`config.mk`:
```
export PLATFORM = sky130hd
export DESIGN_NAME = input_mapper
export DESIGN_NICKNAME = d
export VERILOG_FILES = /design/src/rtl/arcade_pkg.sv /design/src/rtl/input_mapper.sv
export SDC_FILE = /design/constraint.sdc
export NUM_CORES = 1
export LEC_CHECK = 0
export BUFFER_PORTS_ARGS = -buffer_cell sky130_fd_sc_hd__buf_2
export CORE_MARGIN = 10
export CORE_UTILIZATION = 43
export CTS_CLUSTER_SIZE = 20
export DETAILED_ROUTE_END_ITERATION = 16
export PLACE_DENSITY_LB_ADDON = 0.08
export SLEW_MARGIN = 25
export SYNTH_ARGS = -nofsm -noshare
export SYNTH_HDL_FRONTEND = slang
export SYNTH_SLANG_ARGS = --single-unit
```
`constraint.sdc`:
```
create_clock -name sys_clk -period 1.15 [get_ports sys_clk]
set_clock_uncertainty 0.05 [all_clocks]
set_input_delay 0.115 -clock sys_clk [delete_from_list [all_inputs] [get_ports sys_clk]]
set_output_delay 0.115 -clock sys_clk [all_outputs]
set_load 0.005 [all_outputs]
```
`src/rtl/arcade_pkg.sv`:
```
package arcade_pkg;

	localparam int rom_addr_w = 15;
	localparam int dl_addr_w  = 25;

	typedef logic [7:0]            byte_t;
	typedef logic [15:0]           rom_word_t;
	typedef logic [rom_addr_w-1:0] rom_addr_t;
	typedef logic [dl_addr_w-1:0]  dl_addr_t;
	typedef logic [15:0]           sample_t;
	typedef logic [7:0]            joy_t; // 0 right, 1 left, 2 down, 3 up, 4 fire1, 5 fire2

	// ps/2 set 2 scan codes
	localparam byte_t key_up     = 8'h75;
	localparam byte_t key_down   = 8'h72;
	localparam byte_t key_left   = 8'h6B;
	localparam byte_t key_right  = 8'h74;
	localparam byte_t key_coin   = 8'h76; // esc
	localparam byte_t key_start1 = 8'h05; // f1
	localparam byte_t key_start2 = 8'h06; // f2
	localparam byte_t key_fire1  = 8'h29; // space
	localparam byte_t key_fire2  = 8'h11; // left alt

	typedef struct packed {
		logic up;
		logic down;
		logic left;
		logic right;
		logic fire1;
		logic fire2;
		logic coin;
		logic start1;
		logic start2;
	} controls_t;

	typedef struct packed {
		logic [2:0] r;
		logic [2:0] g;
		logic [1:0] b;
	} core_rgb_t;

	typedef struct packed {
		logic [5:0] r;
		logic [5:0] g;
		logic [5:0] b;
		logic       hs;
		logic       vs;
	} vga_t;

endpackage

```
`src/rtl/input_mapper.sv`:
```
`timescale 1ns/1ps

module input_mapper (
	input  logic                  sys_clk,
	input  logic                  arst_n,
	input  logic                  key_strobe,
	input  logic                  key_pressed,
	input  arcade_pkg::byte_t     key_code,
	input  arcade_pkg::joy_t      joy0,
	input  arcade_pkg::joy_t      joy1,
	output arcade_pkg::controls_t controls
);
	import arcade_pkg::*;

	controls_t keys; // latched keyboard state, same layout as controls

	always_ff @(posedge sys_clk or negedge arst_n) begin
		if (!arst_n) begin
			keys <= '0;
		end else if (key_strobe) begin
			case (key_code)
				key_up:     keys.up     <= key_pressed;
				key_down:   keys.down   <= key_pressed;
				key_left:   keys.left   <= key_pressed;
				key_right:  keys.right  <= key_pressed;
				key_fire1:  keys.fire1  <= key_pressed;
				key_fire2:  keys.fire2  <= key_pressed;
				key_coin:   keys.coin   <= key_pressed;
				key_start1: keys.start1 <= key_pressed;
				key_start2: keys.start2 <= key_pressed;
				default: ; // other codes ignored
			endcase
		end
	end

	always_ff @(posedge sys_clk or negedge arst_n) begin
		if (!arst_n) begin
			controls <= '0;
		end else begin
			controls.right  <= keys.right | joy0[0] | joy1[0];
			controls.left   <= keys.left  | joy0[1] | joy1[1];
			controls.down   <= keys.down  | joy0[2] | joy1[2];
			controls.up     <= keys.up    | joy0[3] | joy1[3];
			controls.fire1  <= keys.fire1 | joy0[4] | joy1[4];
			controls.fire2  <= keys.fire2 | joy0[5] | joy1[5];
			controls.coin   <= keys.coin; // keyboard only
			controls.start1 <= keys.start1;
			controls.start2 <= keys.start2;
		end
	end

endmodule

```
==> results.cfg <==
[floorplan]
initial_core_util = 0.444
die_w_um = 61.8
dieArea_um2 = 3810
die_y_um = 61.8
core-area_um2 = 1690
rows = 15
io_pins = 37

[outcome]
status = finished clean

[job]
maxCapViolCount = 0

[grt]
grt_util_all_layers = 0.0971
globalRouteOverflowTotal = 0
grt_max_degree = 19
antenna_found_initial = 0
grt_pass1_wl_um = 2760
grt_pass1_vias = 626

[placed_design]
gp_congestion = 0.707
place_ws_ps = -36.5
dp.cells = 104
port_buffers = 32

[synthesis]
ys_seq_area_frac = 0.601
yosysUniqueCellTypes = 16
synth_area_um2 = 749
yosys.area.top_type = dfrtp_1
netlist_instances = 53
avgSynthCellArea_um2 = 14.1
synth.net_count = 81
yosysTopAreaCellShare = 0.601
ys_warn_count = 0
synthTopCellsByArea = dfrtp_1 60%, mux2_1 12%, or3_1 5.0%
ys_ff_latch = 18

[route]
postRouteAntennaNets = 0
drc = 0
wl_per_cell_um = 13.9
vias = 595
routed_wl_um = 1680
drtPass1Iterations = 4
viasPerCell = 4.92
drt_iter0_drc = 8

[layout]
fin_util = 0.659
layout_commonest_cell = buf_2
area_growth_pct = 48.4
nFillCells = 132
final_cell_mix = 32 x buf_2, 18 x dfrtp_1, 13 x dlygate4sd3_1
drive_above_1_share = 0.442
n_antenna_cell = 0
fin_nets = 133
fin_cells = 121

[worst_hold_path]
hold_class = primary input to flop

[cts]
numCtsBuffers = 3
cts_buffer_depth = 2
post_cts_buffers = 0
path_clk_slew_ps = 100
clk_latency_ps = 290
cts_sinks = 18
clockRootBuffer = clkbuf_4
cts_max_level = 1
cts_tree = built

[critical_path]
critPathKind = primary input to flop
cp_max_fo = 1
crit_buf_inv = 2
path_cells = dlygate4sd3_1 > buf_2 > or3_1
worstSetupStartpointType = primary input
worstSetupEndpointType = flop
cp_data_arrival_time_ps = 1140
crit_path_top_delay_cell = dlygate4sd3_1
required_ps = 1270
slowest_delay_ps = 540
crit_family = buffers and inverters

[sta]
slew_headroom = 0.747
rsz0062_at_grt = no
whs_ps = 95.3
tightest_slew_ps = 379
layout_min_cycle_time_ps = 1020
fmax_mhz = 985
drv_slew = 0
finalHoldViolations = 0
period_share = 0.883
finalSetupViolCount = 0
fin_ws_ps = 135
setup_tns_ps = 0

[power_and_ir_drop]
p_leak_uw = 0.000561
peakVddDrop_v = 0.000814
powerDensity_nw_per_um2 = 1100
-- path summary, 6_finish.rpt --
check | from | end | slack (ps) | cells after the start
max in group asynchronous | arst_n | keys[8]$_DFFE_PN0P_ | 570 | 2
min | key_pressed | keys[4]$_DFFE_PN0P_ | 100 | 2
max reg2reg | keys[3]$_DFFE_PN0P_ | controls[3]$_DFF_PN0_ | 250 | 1
min in group asynchronous | arst_n | controls[3]$_DFF_PN0_ | 210 | 2
max | joy0[5] | controls[3]$_DFF_PN0_ | 130 | 3
min reg2reg | keys[0]$_DFFE_PN0P_ | controls[0]$_DFF_PN0_ | 340 | 0
-- cell usage after synthesis (all sizes together) --
library cell	instances
and2b	1
nor2b	1
and4bb	1
or3	6
nor4b	1
nand3	6
mux2	9
nor4	1
dfrtp	18
and3b	1
nand4	3
nor2	3
and4b	2
-- power by group --
group	switching, uW	internal, uW
sequential	9.41	663
clock	191	193
combinational	66.7	98.1
-- cell type report --
class / count / area (um2) / share of cell area
clock buffers: 4 / 36.3 / 0.0326
flip-flops and latches: 18 / 450 / 0.405
multi-input cells: 35 / 299 / 0.269
well taps: 17 / 21.3 / 0.0191
repair buffers: 47 / 305 / 0.274
-- routing by layer --
layer	part of all wire	global-route usage
met1	0.44	0.117
met2	0.44	0.143
met3	0.12	0.0427
met4	0.0042	0.0478
met5	0	0
-- state kept, by name (all words and copies together), names as in the netlist --
register  count
controls      9
keys          9
-- per-stage QoR --
step / total power, uW / cell area [um2]
floorplan: 726 / 749
global placement: 815 / 946
detailed placement: 819 / 946
CTS: 1240 / 1110
global route: 1290 / 1110
finish: 1220 / 1110
-- logic make-up after synthesis --
family | Yosys count | synth area share
flops | 18 | 0.601
mux | 9 | 0.140
simple gates | 26 | 0.259
-- what timing repair did --
item | 4_1_cts | 5_1_grt
hold buffers | 13 | 0
endpoints found under the hold margin | 24 | 0
resized for setup | 0 | 0
setup endpoints to repair | 0 | 0
Note: power is estimated with default switching activity, not from simulation.
