[src/rtl/arcade_pkg.sv]
package arcade_pkg;

	localparam int rom_addr_w = 15;
	localparam int dl_addr_w  = 25;

	typedef logic [7:0]            byte_t;
	typedef logic [15:0]           rom_word_t;
	typedef logic [rom_addr_w-1:0] rom_addr_t;
	typedef logic [dl_addr_w-1:0]  dl_addr_t;
	typedef logic [15:0]           sample_t;
	typedef logic [7:0]            joy_t; // 0 right, 1 left, 2 down, 3 up, 4 fire1, 5 fire2

	// ps/2 set 2 scan codes
	localparam byte_t key_up     = 8'h75;
	localparam byte_t key_down   = 8'h72;
	localparam byte_t key_left   = 8'h6B;
	localparam byte_t key_right  = 8'h74;
	localparam byte_t key_coin   = 8'h76; // esc
	localparam byte_t key_start1 = 8'h05; // f1
	localparam byte_t key_start2 = 8'h06; // f2
	localparam byte_t key_fire1  = 8'h29; // space
	localparam byte_t key_fire2  = 8'h11; // left alt

	typedef struct packed {
		logic up;
		logic down;
		logic left;
		logic right;
		logic fire1;
		logic fire2;
		logic coin;
		logic start1;
		logic start2;
	} controls_t;

	typedef struct packed {
		logic [2:0] r;
		logic [2:0] g;
		logic [1:0] b;
	} core_rgb_t;

	typedef struct packed {
		logic [5:0] r;
		logic [5:0] g;
		logic [5:0] b;
		logic       hs;
		logic       vs;
	} vga_t;

endpackage

[src/rtl/sigma_delta_dac.sv]
`timescale 1ns/1ps

module sigma_delta_dac (
	input  logic                sys_clk,
	input  logic                arst_n,
	input  arcade_pkg::sample_t audio_in,
	output logic                audio_l
);
	import arcade_pkg::*;

	logic [16:0] acc;

	// carry out of the 16-bit sum is the output bit, remainder is the error fed back
	always_ff @(posedge sys_clk or negedge arst_n) begin
		if (!arst_n)
			acc <= '0;
		else
			acc <= {1'b0, acc[15:0]} + {1'b0, sample_t'(audio_in)};
	end

	assign audio_l = acc[16];

endmodule

[config.mk]
export PLATFORM = sky130hd
export DESIGN_NAME = sigma_delta_dac
export DESIGN_NICKNAME = d
export VERILOG_FILES = /design/src/rtl/arcade_pkg.sv /design/src/rtl/sigma_delta_dac.sv
export SDC_FILE = /design/constraint.sdc
export NUM_CORES = 1
export LEC_CHECK = 0
export ABC_CLOCK_PERIOD_IN_PS = 2500
export BUFFER_PORTS_ARGS = -buffer_cell sky130_fd_sc_hd__buf_2
export CAP_MARGIN = 10
export CORE_MARGIN = 2
export CORE_UTILIZATION = 55
export CTS_CLUSTER_DIAMETER = 200
export CTS_CLUSTER_SIZE = 20
export DETAILED_ROUTE_END_ITERATION = 8
export PLACE_DENSITY = 0.78
export SKIP_CTS_REPAIR_TIMING = 1
export SYNTH_ARGS = -nofsm -noshare
export SYNTH_HDL_FRONTEND = slang
export SYNTH_SLANG_ARGS = --single-unit
[constraint.sdc]
create_clock -name sys_clk -period 2.5 [get_ports sys_clk]
set_input_delay 0.125 -clock sys_clk [delete_from_list [all_inputs] [get_ports sys_clk]]
set_output_delay 0.125 -clock sys_clk [all_outputs]
set_load 0.02 [all_outputs]
==> key figures <==
Setup path
  – R2r endpoint: acc[12]
  – Worst setup endpoint: acc[12]
  – Critical path arrival: 2.38 ns
  – Crit. Startpoint: acc[0]
  – Slowest stage cell on the critical path: fa_1
  – Worst Path Required: 2.74 ns
  – Reg2Reg Setup Slack: 0.36 ns
  – Critical Path Max Stage Delay: 0.40 ns
  – Most Frequent Cell on Critical Path: a21o_1
  – R2r startpoint: acc[0]
  – CP Class: reg2reg
  – Worst-case reg-to-reg path depth: 7
  – Critical-path maximum fanout: 3
  – Startpoint Class: register
  – Crit. End Element: register
  – CP cell instances: ha_1 -> fa_1 -> a21o_1 -> a311o_1 -> a21o_1 -> a21oi_2 -> xnor2_1

Power and ir drop
  – Leakage: 0.614 nW
  – Peak VDD IR: 0.000703 V
  – PD cells: 1320 nW/um^2

Timing
  – Achievable Freq: 0.467 GHz
  – Max Slew Vio Count: 0
  – Final setup fails: 0
  – Worst-Margin Slew: 0.400 ns
  – RSZ-0062 raised after global routing: false
  – Setup WS post-layout: 0.359 ns
  – Slew HR: 73.3%
  – Fin crit share: 85.6%
  – Clock Skew: 0.00904 ns
  – Setup TNS: 0 ns
  – Hold Vio Cnt, Final: 0
  – Tmin final: 2.14 ns

Detailed routing
  – DR vias/cell: 5.51
  – WL per Instance: 13.3 um
  – Post-DRT Antenna Nets: 0
  – Overall routed net length: 2.22 mm
  – Drt first pass iters: 4
  – First DRT Iteration DRCs: 9
  – Remaining DRCs: 0
  – Vias: 915

Yosys
  – Post-synth EDFFs: 0
  – Yosys reg bits: 17
  – Synth Flop Type: dfrtp_1
  – Cells taking the most area after synthesis: dfrtp_1, ha_1, a21oi_1, xor2_1, xnor2_1
  – Compound-cell area share of the yosys netlist: 20.4%
  – Synth Area in Adders: 19.1%
  – Net Count, Synth: 153
  – Largest family of logic cells by synthesized area: compound AO/OA/AOI/OAI gates
  – Distinct cells, synth: 28
  – Xor/xnor cell area share of the yosys netlist: 10.7%
  – Mux share of post-synthesis cell area: 0%
  – Sequential fraction of the synthesis area: 37.0%
  – Largest area contributor in the netlist: dfrtp_1
  – Share of Yosys cell area claimed by the top area cell type: 37.0%
  – Most frequent cells after synthesis: dfrtp_1, ha_1, a21oi_1
  – Mapped Cells: 118
  – Synth Area in Simple Gates: 10.7%
  – Top-count cell post-synth: dfrtp_1
  – Synth async-reset ratio: 100%
  – Post-Synthesis Cell Area: 1150 um^2
  – Syn Area/Cell: 9.76 um^2
  – Warnings, synthesis: 0

GRT
  – GR Util All Layers: 20.6%
  – Met1 Use GR: 27.5%
  – Pin count of the biggest net entering global routing: 18
  – Global-route wire length before repair: 3.86 mm
  – M3 GR Usage: 3.03%
  – GRT Max-Usage Layer: met2
  – Antenna violations before repair: 0
  – Met2 usage: 33.8%
  – Vias in the first global route: 898
  – Grt total ovfl: 0

Job
  – Max capacitance violation total: 0

CTS
  – Root Buffer: clkbuf_4
  – CTS tree: done
  – H-tree levels: 1
  – TritonCTS buffer count: 3
  – CTS max path bufs: 2
  – Clock Latency Late Sink: 0.30 ns
  – Clock transition at the registers of the reported paths: 0.11 ns
  – Clock Sinks: 17

Floorplan
  – Row count: 16
  – Top-level I/O count: 19
  – Die height: 49.8 um
  – Initial Util: 58.7%
  – Chip Width: 49.8 um
  – Core area: 1960 um^2
  – Full die area: 2480 um^2

Final layout
  – Area Growth Syn to Fin: 13.2%
  – Largest regs: acc x17
  – ANT cells: 0
  – Final #Nets: 175
  – Max FFs per register: 17
  – Share of layout cells above drive strength 1: 16.5%
  – Largest reg by FF count: acc

Place
  – Pre-CTS WS: 0.378 ns
  – Placer Congestion: 0.898
  – Detailed placer's ending HPWL: 1.75 mm
  – Port buffer count: 18

Outcome
  – Status: complete, no violations

Hold path
  – Worst Hold Class: in2reg
## worst min-delay path by stage
stage	start	cells after the start	slack, ns	to
global route	audio_in[0]	2	0.06	acc[0]
finish	audio_in[0]	2	0.05	acc[0]
global placement	arst_n	1	0.07	acc[1]
CTS	arst_n	1	-0.26	acc[13]
detailed placement	arst_n	1	0.08	acc[1]
floorplan	arst_n	0	-0.17	acc[0]
## through the flow
stage                     instance area [um^2]  instances  power [mW]  utilization [%]  hold WS [ns]
after CTS                                 1290        165        1.73             65.9        -0.258
final                                     1300        166        1.72             66.4        0.0497
after detailed placement                  1260        161        1.56             64.5        0.0757
after global placement                    1260        161        1.52             64.5        0.0650
after global routing                      1300        166        1.89             66.4        0.0558
after floorplan                           1150        118        1.35                -        -0.171
## worst max-delay path, delay by kind of cell, from the launching register on
kind	cells	cell delay [ns]
AOI/OAI and AO/OA	4	0.96
xor gates and xnor gates	1	0.13
adders and majority gates	2	0.60
DFF	1	0.38
## final cells by class
cell class	count	area, um^2
Clock buffer	3	22.5
Timing Repair Buffer	19	100
Fill cell	173	659
Inverter	4	15.0
Tap cell	27	33.8
Multi-Input combinational cell	95	701
Clock inverter	1	5.00
Sequential cell	17	425
## power by group
group,internal (mW),total [mW],switching (mW)
clock,0.0597,0.157,0.0977
combinational,0.467,1.08,0.609
sequential,0.433,0.482,0.0497
total,0.959,1.72,0.756
## routing by layer
layer	vias up	routed length [um]
met5	-	0
met4	0	34
met3	5	74
met2	21	1030
met1	415	1080
li1	474	-
## cell usage in the layout, fill, tap and decap left out, types with 2 or more instances in the layout
cell and count:
o211ai_1 2, o21ai_0 7, a21oi_1 15, ha_1 16, buf_2 18, dfrtp_1 17, nand2_1 6, nand4_1 2
xor2_1 8, a31oi_1 2, xnor2_1 6, nand2b_1 2, o31ai_1 2, nor2_1 8, clkbuf_4 3, nand3_1 6
inv_1 4, a21o_1 3
## kinds of logic after synthesis
kind of cell / after synthesis
buf+inv: 6
compound gates: 38
simple gates: 26
flops: 17
xor+xnor: 14
fa+ha+maj: 17
Power figures use the tool's default switching activity.
