--- src/rtl/arcade_pkg.sv ---
package arcade_pkg;

	localparam int rom_addr_w = 15;
	localparam int dl_addr_w  = 25;

	typedef logic [7:0]            byte_t;
	typedef logic [15:0]           rom_word_t;
	typedef logic [rom_addr_w-1:0] rom_addr_t;
	typedef logic [dl_addr_w-1:0]  dl_addr_t;
	typedef logic [15:0]           sample_t;
	typedef logic [7:0]            joy_t; // 0 right, 1 left, 2 down, 3 up, 4 fire1, 5 fire2

	// ps/2 set 2 scan codes
	localparam byte_t key_up     = 8'h75;
	localparam byte_t key_down   = 8'h72;
	localparam byte_t key_left   = 8'h6B;
	localparam byte_t key_right  = 8'h74;
	localparam byte_t key_coin   = 8'h76; // esc
	localparam byte_t key_start1 = 8'h05; // f1
	localparam byte_t key_start2 = 8'h06; // f2
	localparam byte_t key_fire1  = 8'h29; // space
	localparam byte_t key_fire2  = 8'h11; // left alt

	typedef struct packed {
		logic up;
		logic down;
		logic left;
		logic right;
		logic fire1;
		logic fire2;
		logic coin;
		logic start1;
		logic start2;
	} controls_t;

	typedef struct packed {
		logic [2:0] r;
		logic [2:0] g;
		logic [1:0] b;
	} core_rgb_t;

	typedef struct packed {
		logic [5:0] r;
		logic [5:0] g;
		logic [5:0] b;
		logic       hs;
		logic       vs;
	} vga_t;

endpackage

--- src/rtl/video_out.sv ---
`timescale 1ns/1ps

module video_out (
	input  logic                  sys_clk,
	input  logic                  arst_n,
	input  arcade_pkg::core_rgb_t core_rgb,
	input  logic                  blank_n,
	input  logic                  hs,
	input  logic                  vs,
	input  logic                  csync,
	input  logic                  tv15khz,
	output arcade_pkg::vga_t      vga
);
	import arcade_pkg::*;

	logic [2:0] b3;

	assign b3 = {core_rgb.b, core_rgb.b[1]}; // widen blue to 3 bits first

	always_ff @(posedge sys_clk or negedge arst_n) begin
		if (!arst_n) begin
			vga <= '0;
		end else begin
			if (blank_n) begin
				vga.r <= {core_rgb.r, core_rgb.r};
				vga.g <= {core_rgb.g, core_rgb.g};
				vga.b <= {b3, b3};
			end else begin
				vga.r <= '0;
				vga.g <= '0;
				vga.b <= '0;
			end
			// composite sync on hs for 15 kHz monitors
			vga.hs <= tv15khz ? csync : hs;
			vga.vs <= tv15khz | vs;
		end
	end

	a_blank_black: assert property (@(posedge sys_clk) disable iff (!arst_n)
		!blank_n |=> (vga.r == '0 && vga.g == '0 && vga.b == '0));

endmodule

--- config.mk ---
export PLATFORM = sky130hd
export DESIGN_NAME = video_out
export DESIGN_NICKNAME = d
export VERILOG_FILES = /design/src/rtl/arcade_pkg.sv /design/src/rtl/video_out.sv
export SDC_FILE = /design/constraint.sdc
export NUM_CORES = 1
export LEC_CHECK = 0
export BUFFER_PORTS_ARGS = -buffer_cell sky130_fd_sc_hd__buf_2
export CAP_MARGIN = 20
export CORE_AREA = 8 8 45 47
export DETAILED_ROUTE_END_ITERATION = 8
export DIE_AREA = 0 0 53 55
export PLACE_DENSITY = 0.66
export SLEW_MARGIN = 30
export SYNTH_ARGS = -nofsm -noshare
export SYNTH_HDL_FRONTEND = slang
export SYNTH_SLANG_ARGS = --single-unit
--- constraint.sdc ---
create_clock -name sys_clk -period 0.8 [get_ports sys_clk]
set_input_delay 0 -clock sys_clk [delete_from_list [all_inputs] [get_ports sys_clk]]
set_output_delay 0 -clock sys_clk [all_outputs]
set_load 0.02 [all_outputs]
==> results.ini, run 1 <==
[global_route]
first_pass_grt_wire_length_um=1524
first_global_vias=360
grt.overflow.total=0
grt_usage=0.07328
grt_start_max_net_pins=11
antenna_violations_before_repair=0

[synth]
postSynthRegisterBits=10
yosysWarningCount=0
synth_cell_types=5
ys_seq_area_frac=0.6309
post_synth.cell_area_avg_um2=13.22
syn_nets=45
syn_inst=30
post_synth_instance_area_um2=396.6

[sta]
report.final.hold_viol_count=0
actual_slew_at_the_worst_max_slew_pin_ns=0.2232
worst_relative_slew_slack=0.8512
setup_violations_final=10
finalCriticalPeriod_ns=0.8163
fmaxAchievable_ghz=1.225
timing.final.max_slew_violations=0
sum_of_negative_setup_slack_ns=-0.08059
grt_setup_unrepaired=true
timing.final.ws_setup_ns=-0.01629
min_period_over_period=1.020

[power]
report.power.total_mw=1.284
vdd_ir_drop_max_mv=0.7744
power.leakage_nw=0.3965
power.density_cell_area_nw_per_um2=1673

[setup_path]
critical_path_arrival_ns=0.82
crit_path_buffers_inverters=1
endpoint_type_of_the_worst_setup_path=output pin
critical-path-max-stage-delay_ns=0.39
startpoint=vga[5]
timing_worst_setup_path_type=reg -> out
critical_path.top_delay_family=flip-flops
timing.critical_path.cells=buf_2
crit_required_ns=0.80
critical_path_peak_fanout=4
crit_path_start_kind=flip-flop
critical_path_depth=1
setup.worst_path.end=vga[2]
worst_path_max_delay_cell=sky130_fd_sc_hd__dfrtp_1

[die]
floorplan.core_area_um2=1384
num_rows=14
floorplan.die_area_um2=2915
initial_core_util=0.2866
ioPinCount=35
die_w_um=53
die_h_um=55

[detailed_routing]
post_detailed_route_drc_marker_count=0
detail_route.wl_per_cell_um=12.45
final_antenna_net_count=0
avgViaCountPerCell=3.895
post_route_wl_um=1071
drt-pass1-iter-count=1
drtIter0Drc=0
routed-via-count=335

[final_layout]
area_delta_synth_final_pct=93.38
largest_register=vga
number_of_flip_flops_under_the_largest_register_name=10
nFillCells=126
layout.nets=86
final_layout_size_suffix_gt1_frac=0.5429
top_regs=vga (10)
final_core_utilization=0.5543
antenna-diode-count=0

[clocking]
cts_tree=yes
clkSlewWorstSetupHoldPaths_ns=0.07
cts_setup_buffers=0
clock_path_buffers=2
numCtsBuffers=3
cts.htree.levels=1
cts.sinks=10
clock_tree_root_buffer_cell=sky130_fd_sc_hd__clkbuf_4

[job]
drv_cap=0

[status]
status=finished with violations
violations=negative setup slack

[place]
place.port_buffers=34
dp_hpwl_um=745.2
gp_congestion=0.6537

[min_path]
worst_hold_path_type=in -> reg
min_path_cells=2

-- worst min path at each step --
| stage | from | endpoint |
|---|---|---|
| global placement | arst_n | vga[16] |
| detailed placement | arst_n | vga[16] |
| global route | blank_n | vga[10] |
| finish | blank_n | vga[18] |
| floorplan | arst_n | vga[0] |
| CTS | blank_n | vga[18] |
-- synthesized netlist by cell type --
cell | n | share of area
sky130_fd_sc_hd__or2_1 | 1 | 0.016
sky130_fd_sc_hd__buf_4 | 10 | 0.19
sky130_fd_sc_hd__mux2_4 | 1 | 0.038
sky130_fd_sc_hd__dfrtp_1 | 10 | 0.63
sky130_fd_sc_hd__and2_1 | 8 | 0.13
-- metrics by stage --
stage,cell area [um2],setup slack [ns],hold slack [ns],cells
floorplan,396.6,0.1556,-0.2956,30
global placement,511.7,0.2748,-0.1347,70
detailed placement,511.7,0.2599,-0.1317,70
CTS,715.7,-0.03001,0.04494,87
global route,767.0,-0.06071,0.05826,86
finish,767.0,-0.01629,0.03982,86
-- report_power, final --
group | leakage (nW) | internal, mW | switching [mW]
sequential | 0.125 | 0.533 | 0.0208
clock | 0.0210 | 0.276 | 0.168
combinational | 0.250 | 0.162 | 0.124
-- layout make-up --
| class | instances | area [um2] | share of cell area |
|---|---|---|---|
| clock buffer | 4 | 36.28 | 0.04731 |
| multi-input combinational | 10 | 71.32 | 0.09299 |
| sequential | 10 | 250.2 | 0.3263 |
| tap | 16 | 20.02 | 0.02610 |
| timing repair buffer | 46 | 389.1 | 0.5073 |
-- placed cells by master (no fill, tap or decap) --
| master | synthesis | final |
|---|---|---|
| sky130_fd_sc_hd__dlygate4sd3_1 | 0 | 13 |
| sky130_fd_sc_hd__buf_6 | 0 | 15 |
| sky130_fd_sc_hd__and2_1 | 8 | 8 |
| sky130_fd_sc_hd__buf_2 | 0 | 18 |
| sky130_fd_sc_hd__or2_1 | 1 | 1 |
| sky130_fd_sc_hd__clkbuf_8 | 0 | 1 |
| sky130_fd_sc_hd__clkbuf_4 | 0 | 3 |
| sky130_fd_sc_hd__dfrtp_1 | 10 | 10 |
| sky130_fd_sc_hd__mux2_4 | 1 | 1 |
-- timing repair --
item / in CTS / in global routing
hold buffers: 13 / 0
endpoints found under the hold margin: 20 / 0
endpoints found under the setup margin: 10 / 20
resized for setup: 12 / 18
-- cell families (layout without fill, tap and decap cells) --
logic type	after synthesis	count (layout)	share of synthesized area
DFF	10	10	0.6309
and+or+nand+nor	9	9	0.1420
muxes	1	1	0.03784
buffers and inverters	10	50	0.1893
-- metal layers --
metal	vias up	GRT usage	part of all wire
li1	162	-	-
met5	-	0	0
met1	150	0.06687	0.31
met3	0	0.02941	0.13
met4	0	0.03879	0
met2	23	0.1367	0.56
No activity file was read; power rests on OpenSTA's default activity.
==> inputs of run 2 (changes only) <==
Settings changed: BUFFER_PORTS_ARGS -buffer_cell sky130_fd_sc_hd__buf_2 to default, DONT_BUFFER_PORTS from default to 1, PLACE_DENSITY 0.66 to default.
==> run 2 against run 1 <==
  * The flow still finishes with violations (negative setup slack)
  * Worst hold slack gained 0.065 ns
  * Utilization decreased by 16 points
  * Clock power hardly changed
  * Final cell count decreased by 36%
  * Highest routed layer is now met4
==> results.ini, run 2 (synthesized netlist as in run 1, its figures left out) <==
[detailed_routing]
avgViaCountPerCell=4.073
post_route_wl_um=809
drt-pass1-iter-count=2
post_detailed_route_drc_marker_count=0
drtIter0Drc=2
routed-via-count=224
final_antenna_net_count=0
detail_route.wl_per_cell_um=14.71

[job]
drv_cap=0

[sta]
finalCriticalPeriod_ns=0.8201
min_period_over_period=1.025
worst_relative_slew_slack=0.7224
setup_violations_final=4
timing.final.max_slew_violations=0
grt_setup_unrepaired=true
timing.final.ws_setup_ns=-0.02006
actual_slew_at_the_worst_max_slew_pin_ns=0.4150
fmaxAchievable_ghz=1.219
report.final.hold_viol_count=0

[setup_path]
critical-path-max-stage-delay_ns=0.39
critical_path.top_delay_family=flip-flops
crit_path_buffers_inverters=1
critical_path_arrival_ns=0.82
endpoint_type_of_the_worst_setup_path=output pin
timing.critical_path.cells=buf_12
startpoint=vga[5]
crit_path_start_kind=flip-flop
critical_path_peak_fanout=4
crit_required_ns=0.80
worst_path_max_delay_cell=sky130_fd_sc_hd__dfrtp_1
timing_worst_setup_path_type=reg -> out

[final_layout]
multiInputGateArea_um2=71.32
top_regs=vga (10)
antenna-diode-count=0
ff_latch_area_um2=259.0
final_layout_size_suffix_gt1_frac=0.3333
finish.cell_count_without_fillers=55
area_delta_synth_final_pct=37.85
final_common_cell=sky130_fd_sc_hd__dlygate4sd3_1
layout.nets=55
nFillCells=137
number_of_flip_flops_under_the_largest_register_name=10
final_cell_mix=14 x sky130_fd_sc_hd__dlygate4sd3_1, 8 x sky130_fd_sc_hd__and2_1, 7 x sky130_fd_sc_hd__dfrtp_2, 3 x sky130_fd_sc_hd__clkbuf_4, 3 x sky130_fd_sc_hd__dfrtp_1
largest_register=vga

[power]
vdd_ir_drop_max_mv=1.130
power.density_cell_area_nw_per_um2=2139
power.leakage_nw=0.2353

[global_route]
first_pass_grt_wire_length_um=1269
grt.overflow.total=0
grt_start_max_net_pins=11
grt_usage=0.06398
first_global_vias=283
antenna_violations_before_repair=0

[die]
die_h_um=55
die_w_um=53
num_rows=14
ioPinCount=35
floorplan.core_area_um2=1384
floorplan.die_area_um2=2915
initial_core_util=0.2866

[place]
pre_cts_slack_ns=0.2473
place.port_buffers=0
gp_congestion=0.6096
dp_cells=37

[status]
violations=negative setup slack
status=finished with violations

[clocking]
numCtsBuffers=3
cts.htree.levels=1
cts.sinks=10
clock_tree_root_buffer_cell=sky130_fd_sc_hd__clkbuf_4
cts_tree=yes
cts_setup_buffers=0
clkSlewWorstSetupHoldPaths_ns=0.06
clock_path_buffers=2

[min_path]
worst_hold_path_type=in -> async

[run 2: timing repair]
item / in CTS / in global routing
endpoints found under the setup margin: 18 / 4
hold buffers: 14 / 0
gates resized for setup: 7 / 0
endpoints found under the hold margin: 20 / 0
[run 2: power by group]
group | total [mW] | internal [mW] | switching, mW
sequential | 0.610 | 0.536 | 0.0743
combinational | 0.115 | 0.0720 | 0.0429
clock | 0.444 | 0.276 | 0.168
[run 2: layout make-up]
cell class                      count  area share
Sequential cell                    10      0.4737
Timing Repair Buffer               15      0.2929
Multi-Input combinational cell     10      0.1304
Clock buffer                        4     0.06636
Tap cell                           16     0.03661
[run 2: routing by layer]
layer,global-route usage,up-vias,wire [um]
li1,-,98,-
met1,0.05928,102,301
met2,0.08984,20,357
met3,0.04545,4,130
met4,0.06466,0,19
met5,0,-,0
[run 2: through the flow]
stage	power [mW]	cell area [um2]	TNS (ns)	utilization	hold slack [ns]
3_5_place_dp	0.6678	361.6	0	0.2613	-0.2953
3_3_place_gp	0.6675	361.6	0	0.2613	-0.2953
5_1_grt	1.223	546.8	-0.2003	0.3951	0.1386
6_report	1.169	546.8	-0.07997	0.3951	0.1050
2_1_floorplan	0.6831	396.6	0	-	-0.2956
4_1_cts	1.195	546.8	-0.1387	0.3951	0.1101
[run 2: path summary, 6_finish.rpt]
check                          end  slack, ns  cells after the start
worst max-delay path        vga[2]      -0.02                      1
worst min-delay path        vga[1]       0.10                      1
max in group asynchronous  vga[11]       0.38                      1
min in group sys_clk        vga[0]       0.38                      2
