## config.mk

```make
export PLATFORM = sky130hd
export DESIGN_NAME = rom_loader
export DESIGN_NICKNAME = d
export VERILOG_FILES = /design/src/rtl/arcade_pkg.sv /design/src/rtl/rom_loader.sv
export SDC_FILE = /design/constraint.sdc
export NUM_CORES = 1
export LEC_CHECK = 0
export BUFFER_PORTS_ARGS = -buffer_cell sky130_fd_sc_hd__buf_4
export CAP_MARGIN = 10
export CELL_PAD_IN_SITES_DETAIL_PLACEMENT = 1
export CELL_PAD_IN_SITES_GLOBAL_PLACEMENT = 1
export CORE_MARGIN = 10
export CORE_UTILIZATION = 26
export DETAILED_ROUTE_END_ITERATION = 8
export PLACE_DENSITY_LB_ADDON = 0.2
export SLEW_MARGIN = 10
export SYNTH_ARGS = -nofsm -noshare
export SYNTH_HDL_FRONTEND = slang
export SYNTH_SLANG_ARGS = --single-unit
```

## constraint.sdc

```tcl
create_clock -name sys_clk -period 1.83 [get_ports sys_clk]
set_clock_uncertainty 0.1 [all_clocks]
set_input_delay 0.2745 -clock sys_clk [delete_from_list [all_inputs] [get_ports sys_clk]]
set_output_delay 0.2745 -clock sys_clk [all_outputs]
set_load 0.01 [all_outputs]
```

## src/rtl/arcade_pkg.sv

```systemverilog
package arcade_pkg;

	localparam int rom_addr_w = 15;
	localparam int dl_addr_w  = 25;

	typedef logic [7:0]            byte_t;
	typedef logic [15:0]           rom_word_t;
	typedef logic [rom_addr_w-1:0] rom_addr_t;
	typedef logic [dl_addr_w-1:0]  dl_addr_t;
	typedef logic [15:0]           sample_t;
	typedef logic [7:0]            joy_t; // 0 right, 1 left, 2 down, 3 up, 4 fire1, 5 fire2

	// ps/2 set 2 scan codes
	localparam byte_t key_up     = 8'h75;
	localparam byte_t key_down   = 8'h72;
	localparam byte_t key_left   = 8'h6B;
	localparam byte_t key_right  = 8'h74;
	localparam byte_t key_coin   = 8'h76; // esc
	localparam byte_t key_start1 = 8'h05; // f1
	localparam byte_t key_start2 = 8'h06; // f2
	localparam byte_t key_fire1  = 8'h29; // space
	localparam byte_t key_fire2  = 8'h11; // left alt

	typedef struct packed {
		logic up;
		logic down;
		logic left;
		logic right;
		logic fire1;
		logic fire2;
		logic coin;
		logic start1;
		logic start2;
	} controls_t;

	typedef struct packed {
		logic [2:0] r;
		logic [2:0] g;
		logic [1:0] b;
	} core_rgb_t;

	typedef struct packed {
		logic [5:0] r;
		logic [5:0] g;
		logic [5:0] b;
		logic       hs;
		logic       vs;
	} vga_t;

endpackage

```

## src/rtl/rom_loader.sv

```systemverilog
`timescale 1ns/1ps

module rom_loader (
	input  logic                 sys_clk,
	input  logic                 arst_n,
	input  logic                 dl_active,
	input  logic                 dl_wr,
	input  arcade_pkg::dl_addr_t dl_addr,
	input  arcade_pkg::byte_t    dl_data,
	input  logic                 status_reset,
	input  logic                 board_reset,
	output logic                 wr_en,
	output arcade_pkg::rom_addr_t wr_word_addr,
	output logic [1:0]           wr_lanes,
	output arcade_pkg::rom_word_t wr_data,
	output logic                 core_reset
);
	import arcade_pkg::*;

	logic dl_wr_d;
	logic dl_active_d;
	logic rom_loaded;
	logic wr_edge;

	assign wr_edge = dl_active & dl_wr & ~dl_wr_d;

	always_ff @(posedge sys_clk or negedge arst_n) begin
		if (!arst_n) begin
			dl_wr_d     <= 1'b0;
			dl_active_d <= 1'b0;
			wr_en       <= 1'b0;
			rom_loaded  <= 1'b0;
			core_reset  <= 1'b1;
		end else begin
			dl_wr_d     <= dl_wr;
			dl_active_d <= dl_active;
			wr_en       <= wr_edge;
			if (dl_active_d && !dl_active)
				rom_loaded <= 1'b1; // sticky until arst_n
			core_reset  <= status_reset | board_reset | ~rom_loaded;
		end
	end

	// address and data captured with the strobe edge
	always_ff @(posedge sys_clk) begin
		if (wr_edge) begin
			wr_word_addr <= {1'b0, dl_addr[rom_addr_w-1:1]};
			wr_lanes     <= {dl_addr[0], ~dl_addr[0]}; // odd byte goes high
			wr_data      <= {dl_data, dl_data};
		end
	end

	a_wr_in_download: assert property (@(posedge sys_clk) disable iff (!arst_n)
		wr_en |-> $past(dl_active));

	a_lanes_onehot: assert property (@(posedge sys_clk) disable iff (!arst_n)
		wr_en |-> $onehot(wr_lanes));

endmodule

```

==> reports/metrics.cfg, run 1 <==
[floorplan]
num_rows=21
io_pins=74
die_h_um=80.4
die_w_um=80.4
core_um2=3440
floorplan.initialDensity_pct=27.6
die_area_um2=6460

[yosys]
syn_area_per_cell_um2=20.6
synth_cell_type_count=9
ys_seq_area_share_pct=89.3
synthCells=46
synth_area_um2=948
ys_ff_latch=29
yosys_warnings=0
synth_fp_nets=85

[timing]
period_needed_ns=1.27
finalCritPeriodShare_pct=69.5
rsz0062_at_grt=false
setup_viol=0
hold_violations=0
timing.fmax_mhz=786
slew_violations=0
fin_setup_tns_ns=0
fin_ws_ns=0.558

[hold_path]
hold_path_class=input port to flip-flop

[power]
clockPowerShare_pct=36.1
pwr-share-seq_pct=55.8
p_sw_uw=261
ir_drop_mv=0.456
p_leak_nw=0.651
cellPowerDensity_nw_per_um2=882
p_int_mw=1.08
p_comb_share_pct=8.1
power_mw=1.34
sw_frac_of_total_pct=19.5

[placement]
gp_congestion=0.710
portBuffers=62
hpwlAfterDp_mm=1.96
dp_slack_ns=0.533
place_area_um2=1430
dp.cells=146

[setup_path]
path_max_fanout=1
path_cells=buf_4
path_delay_family=flip-flops
critPathKind=flip-flop to primary output
crit_arrival_ns=0.90
critPathSlowestCell=dfstp_2
critPathLaunchType=flip-flop
critical_path_buf_inv_count=1
max_stage_delay_ns=0.51
critPathRequiredTime_ns=1.46
cp-end-kind=primary output

[global_routing]
antenna_found_initial=0
grt_usage_pct=7.59
grt.busiest_layer=met2
overflow=0
grt_max_degree=23
grt_first_pass_wirelength_mm=3.52
grt_pass1_vias=689
met1_usage_pct=6.78
gr-usage-met3_pct=6.01
use_met2_pct=11.7

[routing]
initialDrtViolationCount=31
wl_mm=2.41
viasPerCell=3.88
drc=0
wl_per_cell_um=15.5
vias=602
drt-pass1-iter-count=2
drtAntennaViolNets=0

[layout]
n_antenna_cell=0
syn2layout_area_growth_pct=59.9
instances_no_fill=155
drive_gt1_share_pct=64.2
fin_area_um2=1520
final_nets=147

[cts]
max-clock-path-buffers=2
cts_buffers=5
cts.sink_count=29
post-cts-setup-buffers=0
h-tree-depth=2
cts_tree=yes
clk_pin_slew_ns=0.06
cts_root_buf=clkbuf_8
clk_latency_ns=0.27

[run]
drv_cap=0

[outcome]
run_status=completed

==> logic make-up (layout without fill, tap and decap cells) <==
logic type | Yosys count | count (layout) | share of synthesized area, %
buffers and inverters | 11 | 74 | 7.92
AOI/OAI and AO/OA | 1 | 1 | 0.792
DFF | 29 | 29 | 89.3
and+or+nand+nor | 4 | 4 | 1.58
other | 1 | 1 | 0.395
==> final cells by class <==
cell class,count,area [µm²]
fill,374,1930
clock buffer,8,80.1
timing repair buffer,64,495
sequential,29,847
multi-input combinational,6,28.8
tap,46,57.6
inverter,2,7.51
==> worst paths after layout <==
| path | to | slack (ns) | cells after the start | start |
|---|---|---|---|---|
| max | core_reset | 0.56 | 1 | core_reset$_DFF_PN1_ |
| min | dl_wr_d$_DFF_PN0_ | 0.02 | 1 | dl_wr |
| max reg2reg | wr_data[10]$_DFFE_PP_ | 0.58 | 2 | dl_wr_d$_DFF_PN0_ |
| min reg2reg | core_reset$_DFF_PN1_ | 0.30 | 1 | rom_loaded$_DFFE_PN0P_ |
| max in group asynchronous | core_reset$_DFF_PN1_ | 1.21 | 2 | arst_n |
| min in group asynchronous | rom_loaded$_DFFE_PN0P_ | 0.23 | 2 | arst_n |
==> per-layer routing <==
layer / up-vias / share of wire [%]
met1: 280 / 35
li1: 274 / -
met4: 0 / 2.2
met3: 6 / 15
met2: 42 / 48
met5: - / 0
==> registers in the layout (all words and copies together) (netlist names) <==
name and flops:
wr_en 1, wr_data 8, wr_lanes 2, wr_word_addr 14, dl_active_d 1, core_reset 1, dl_wr_d 1, rom_loaded 1
==> stage by stage <==
stage | util, % | hold slack [ns]
2_1_floorplan | - | -0.121
3_3_place_gp | 41.4 | -0.0225
3_5_place_dp | 41.4 | -0.0220
4_1_cts | 44.1 | 0.00369
5_1_grt | 44.1 | 0.00169
6_report | 44.1 | 0.0157
==> cells in the mapped netlist <==
| cell type | n | area [µm²] |
|---|---|---|
| inv_1 | 2 | 7.51 |
| a21o_1 | 1 | 7.51 |
| conb_1 | 1 | 3.75 |
| dfrtp_1 | 4 | 100 |
| nor2_1 | 2 | 7.51 |
| edfxtp_1 | 24 | 721 |
| dfstp_2 | 1 | 26.3 |
| buf_4 | 9 | 67.6 |
| nand2_1 | 2 | 7.51 |
==> cell usage in the layout, fill, tap and decap left out <==
| cell type | Yosys | final |
|---|---|---|
| buf_4 | 9 | 62 |
| edfxtp_1 | 24 | 24 |
| clkbuf_8 | 0 | 5 |
| dfrtp_1 | 4 | 4 |
| clkbuf_1 | 0 | 3 |
| inv_1 | 2 | 2 |
| nand2_1 | 2 | 2 |
| nor2_2 | 0 | 1 |
| a21o_1 | 1 | 1 |
| nor2_1 | 2 | 1 |
| conb_1 | 1 | 1 |
| dfstp_2 | 1 | 1 |
| dlygate4sd3_1 | 0 | 1 |
| buf_12 | 0 | 1 |
==> power by group through the flow <==
stage / Sequential [mW] / Clock, mW / Combinational (mW)
2_1_floorplan: 0.768 / 0 / 0.0196
3_3_place_gp: 0.758 / 0 / 0.107
3_5_place_dp: 0.760 / 0 / 0.109
4_1_cts: 0.746 / 0.507 / 0.111
5_1_grt: 0.747 / 0.541 / 0.119
6_report: 0.746 / 0.483 / 0.108
==> repair_timing <==
item / CTS / global route
resized for setup: 0 / 0
endpoints found under the hold margin: 5 / 0
hold buffers: 1 / 0
setup endpoints to repair: 0 / 0
Power figures use the tool's default switching activity.
==> run 2: changes to the inputs <==
--- a/config.mk
+++ b/config.mk
@@ -5,6 +5,7 @@
 export SDC_FILE = /design/constraint.sdc
 export NUM_CORES = 1
 export LEC_CHECK = 0
+export ABC_AREA = 1
 export BUFFER_PORTS_ARGS = -buffer_cell sky130_fd_sc_hd__buf_4
 export CAP_MARGIN = 10
 export CELL_PAD_IN_SITES_DETAIL_PLACEMENT = 1
==> constraint.sdc (replaced) <==
create_clock -name sys_clk -period 1.1 [get_ports sys_clk]
set_clock_uncertainty 0.1 [all_clocks]
set_input_delay 0.165 -clock sys_clk [delete_from_list [all_inputs] [get_ports sys_clk]]
set_output_delay 0.165 -clock sys_clk [all_outputs]
set_load 0.01 [all_outputs]
==> run 2 against run 1 <==
  * The run now ends with negative setup slack left
  * Via count up 17%
  * Global-route usage up 0.99 points
  * Power up 73%
==> reports/metrics.cfg, run 2 <==
[cts]
cts_tree=yes
cts_buffers=5  ; unchanged
clk_pin_slew_ns=0.06  ; about the same
post-cts-setup-buffers=0  ; unchanged
h-tree-depth=2  ; unchanged
cts_root_buf=clkbuf_8
clk_latency_ns=0.27  ; about the same
max-clock-path-buffers=2  ; unchanged
cts.sink_count=29  ; unchanged

[global_routing]
antenna_found_initial=0  ; unchanged
grt_max_degree=14  ; -39%
overflow=0  ; unchanged
grt_usage_pct=8.58  ; +0.99 points
grt_first_pass_wirelength_mm=4.06  ; +15%
grt_pass1_vias=797  ; +16%

[timing]
fin_ws_ns=-0.0572  ; -0.615 ns
period_needed_ns=1.16
setup_viol=7  ; +7
slew_violations=0  ; unchanged
hold_violations=0  ; unchanged
rsz0062_at_grt=true
fin_setup_tns_ns=-0.0701  ; -0.0701 ns
timing.fmax_mhz=864
finalCritPeriodShare_pct=105

[hold_path]
hold_path_class=input port to flip-flop

[power]
ir_drop_mv=0.606  ; +33%
p_leak_nw=0.802  ; +23%
cellPowerDensity_nw_per_um2=1240  ; +40%
power_mw=2.32  ; +73%

[routing]
vias=705  ; +17%
wl_mm=2.75  ; +14%
drc=0  ; unchanged
viasPerCell=3.81  ; -1.9%
drtAntennaViolNets=0  ; unchanged
initialDrtViolationCount=16  ; -48%
wl_per_cell_um=14.9  ; -4.4%
drt-pass1-iter-count=3  ; +1

[yosys]
ys_seq_area_share_pct=88.7  ; -0.59 points
synthCells=48  ; +4.3%
yosys_warnings=0  ; unchanged
synth-simple-area-share_pct=2.62  ; +1.0 points
synthTopCellsByCount=edfxtp_1, buf_4, dfrtp_1, nand2_1, inv_1
synth-xor-area-share_pct=0  ; unchanged
synth_fp_nets=87  ; +2.4%
synth.area.top_cells=edfxtp_1, dfrtp_1, buf_4
yosys_most_used_dff=edfxtp_1
ys_ff_latch=29  ; unchanged
synth_area_leader_cell=edfxtp_1
syn_area_per_cell_um2=19.9  ; -3.5%
synth_compound_area_share_pct=0  ; -0.79 points
synthMuxAreaShare_pct=0  ; unchanged
synth-adder-area-share_pct=0  ; unchanged
yosysMostFrequentCell=edfxtp_1
synth-edff-count=24  ; unchanged
synthArstFlopShare_pct=17.2  ; unchanged
synth_top_family_by_area=buffers and inverters
synth_area_um2=955  ; +0.66%
synth_top_area_share_pct=75.5  ; -0.50 points
synth_cell_type_count=9  ; unchanged

[layout]
instances_no_fill=185  ; +19%
fin_area_um2=1870  ; +23%
final_core_util_pct=54.4  ; +10 points
final_common_cell=buf_4
final_nets=177  ; +20%
final_cell_mix=buf_4, dlygate4sd3_1, edfxtp_1
largest_register_ffs=14  ; unchanged
drive_gt1_share_pct=51.1  ; -13 points
largest_register=wr_word_addr
reg_top3=wr_word_addr (14), wr_data (8), wr_lanes (2)
syn2layout_area_growth_pct=96.1
n_antenna_cell=0  ; unchanged

[setup_path]
critPathLaunchType=flip-flop
cp-end-kind=primary output
critPathKind=flip-flop to primary output
critPathSlowestCell=dfstp_2
critPathRequiredTime_ns=0.83  ; -0.63 ns
max_stage_delay_ns=0.53  ; +0.02 ns
path_cells=buf_6
path_delay_family=flip-flops
path_max_fanout=1  ; unchanged
critical_path_buf_inv_count=1  ; unchanged
crit_arrival_ns=0.89  ; about the same

[outcome]
violations=negative setup slack
run_status=finished, violations left

[placement]
dp.cells=149  ; +2.1%
place_area_um2=1460  ; +2.0%
gp_congestion=0.653  ; -8.0%
portBuffers=62  ; unchanged

[floorplan]
die_w_um=80.6  ; +0.25%
floorplan.initialDensity_pct=27.7  ; +0.18 points
die_area_um2=6500  ; +0.50%
die_h_um=80.6  ; +0.25%
num_rows=21  ; unchanged
io_pins=74  ; unchanged
core_um2=3440  ; unchanged

[run]
drv_cap=0  ; unchanged

-- run 2: changes by cell type in the layout (fill, tap and decap cells not counted) --
cell	before	now
nor2_2	1	0
buf_12	1	2
nor2_4	0	1
a21o_1	1	0
nand2_1	2	4
buf_4	62	47
dlygate4sd3_1	1	28
buf_6	0	15
inv_1	2	3
-- run 2: kinds of logic after synthesis --
group | after synthesis
other | 1
flip-flops | 29
buffers and inverters | 12
AND/OR/NAND/NOR | 6
-- run 2: worst paths after layout --
kind                                   startpoint                endpoint  slack (ns)  cells after the start
min reg2reg                rom_loaded$_DFFE_PN0P_    core_reset$_DFF_PN1_        0.31                      1
max in group asynchronous                  arst_n    core_reset$_DFF_PN1_        0.56                      2
max reg2reg                     dl_wr_d$_DFF_PN0_    wr_data[7]$_DFFE_PP_        0.02                      2
max                          core_reset$_DFF_PN1_              core_reset       -0.06                      1
min in group asynchronous                  arst_n  rom_loaded$_DFFE_PN0P_        0.14                      2
min                                     dl_active  rom_loaded$_DFFE_PN0P_        0.04                      4
-- run 2: worst reg2reg max path: stages (launching register included) --
cell,delay (ns)
dfrtp_1,0.39
nor2_4,0.15
buf_12,0.16
-- run 2: layout make-up --
cell class,instances,area [µm²]
Fill cell,341,1570
Tap cell,46,57.6
Multi-Input combinational cell,7,33.8
Timing Repair Buffer,92,842
Inverter,3,11.3
Clock buffer,8,80.1
Sequential cell,29,847
-- run 2: per-layer routing --
metal | track usage (%) | vias up | wire, µm
li1 | - | 333 | -
met1 | 7.79 | 318 | 908
met2 | 14.0 | 47 | 1340
met3 | 6.24 | 7 | 448
met4 | 4.23 | 0 | 55
met5 | 0 | - | 0
-- run 2: stage by stage --
stage          hold slack, ns  setup WS (ns)
6_report               0.0444        -0.0572
5_1_grt                0.0615        -0.0861
4_1_cts                0.0399        -0.0680
3_5_place_dp           -0.127         0.0163
3_3_place_gp           -0.132         0.0244
2_1_floorplan          -0.231         -0.153
-- run 2: where the power goes --
group | switching, mW | internal [mW] | total [mW]
registers | 0.0143 | 1.23 | 1.25
logic | 0.0868 | 0.189 | 0.276
clock network | 0.349 | 0.448 | 0.797
-- run 2: repair_timing --
item / 4_1_cts / 5_1_grt
hold buffers: 28 / 0
endpoints found under the setup margin: 5 / 39
hold endpoints to repair: 31 / 0
cloned: 0 / 0
resized for setup: 5 / 10
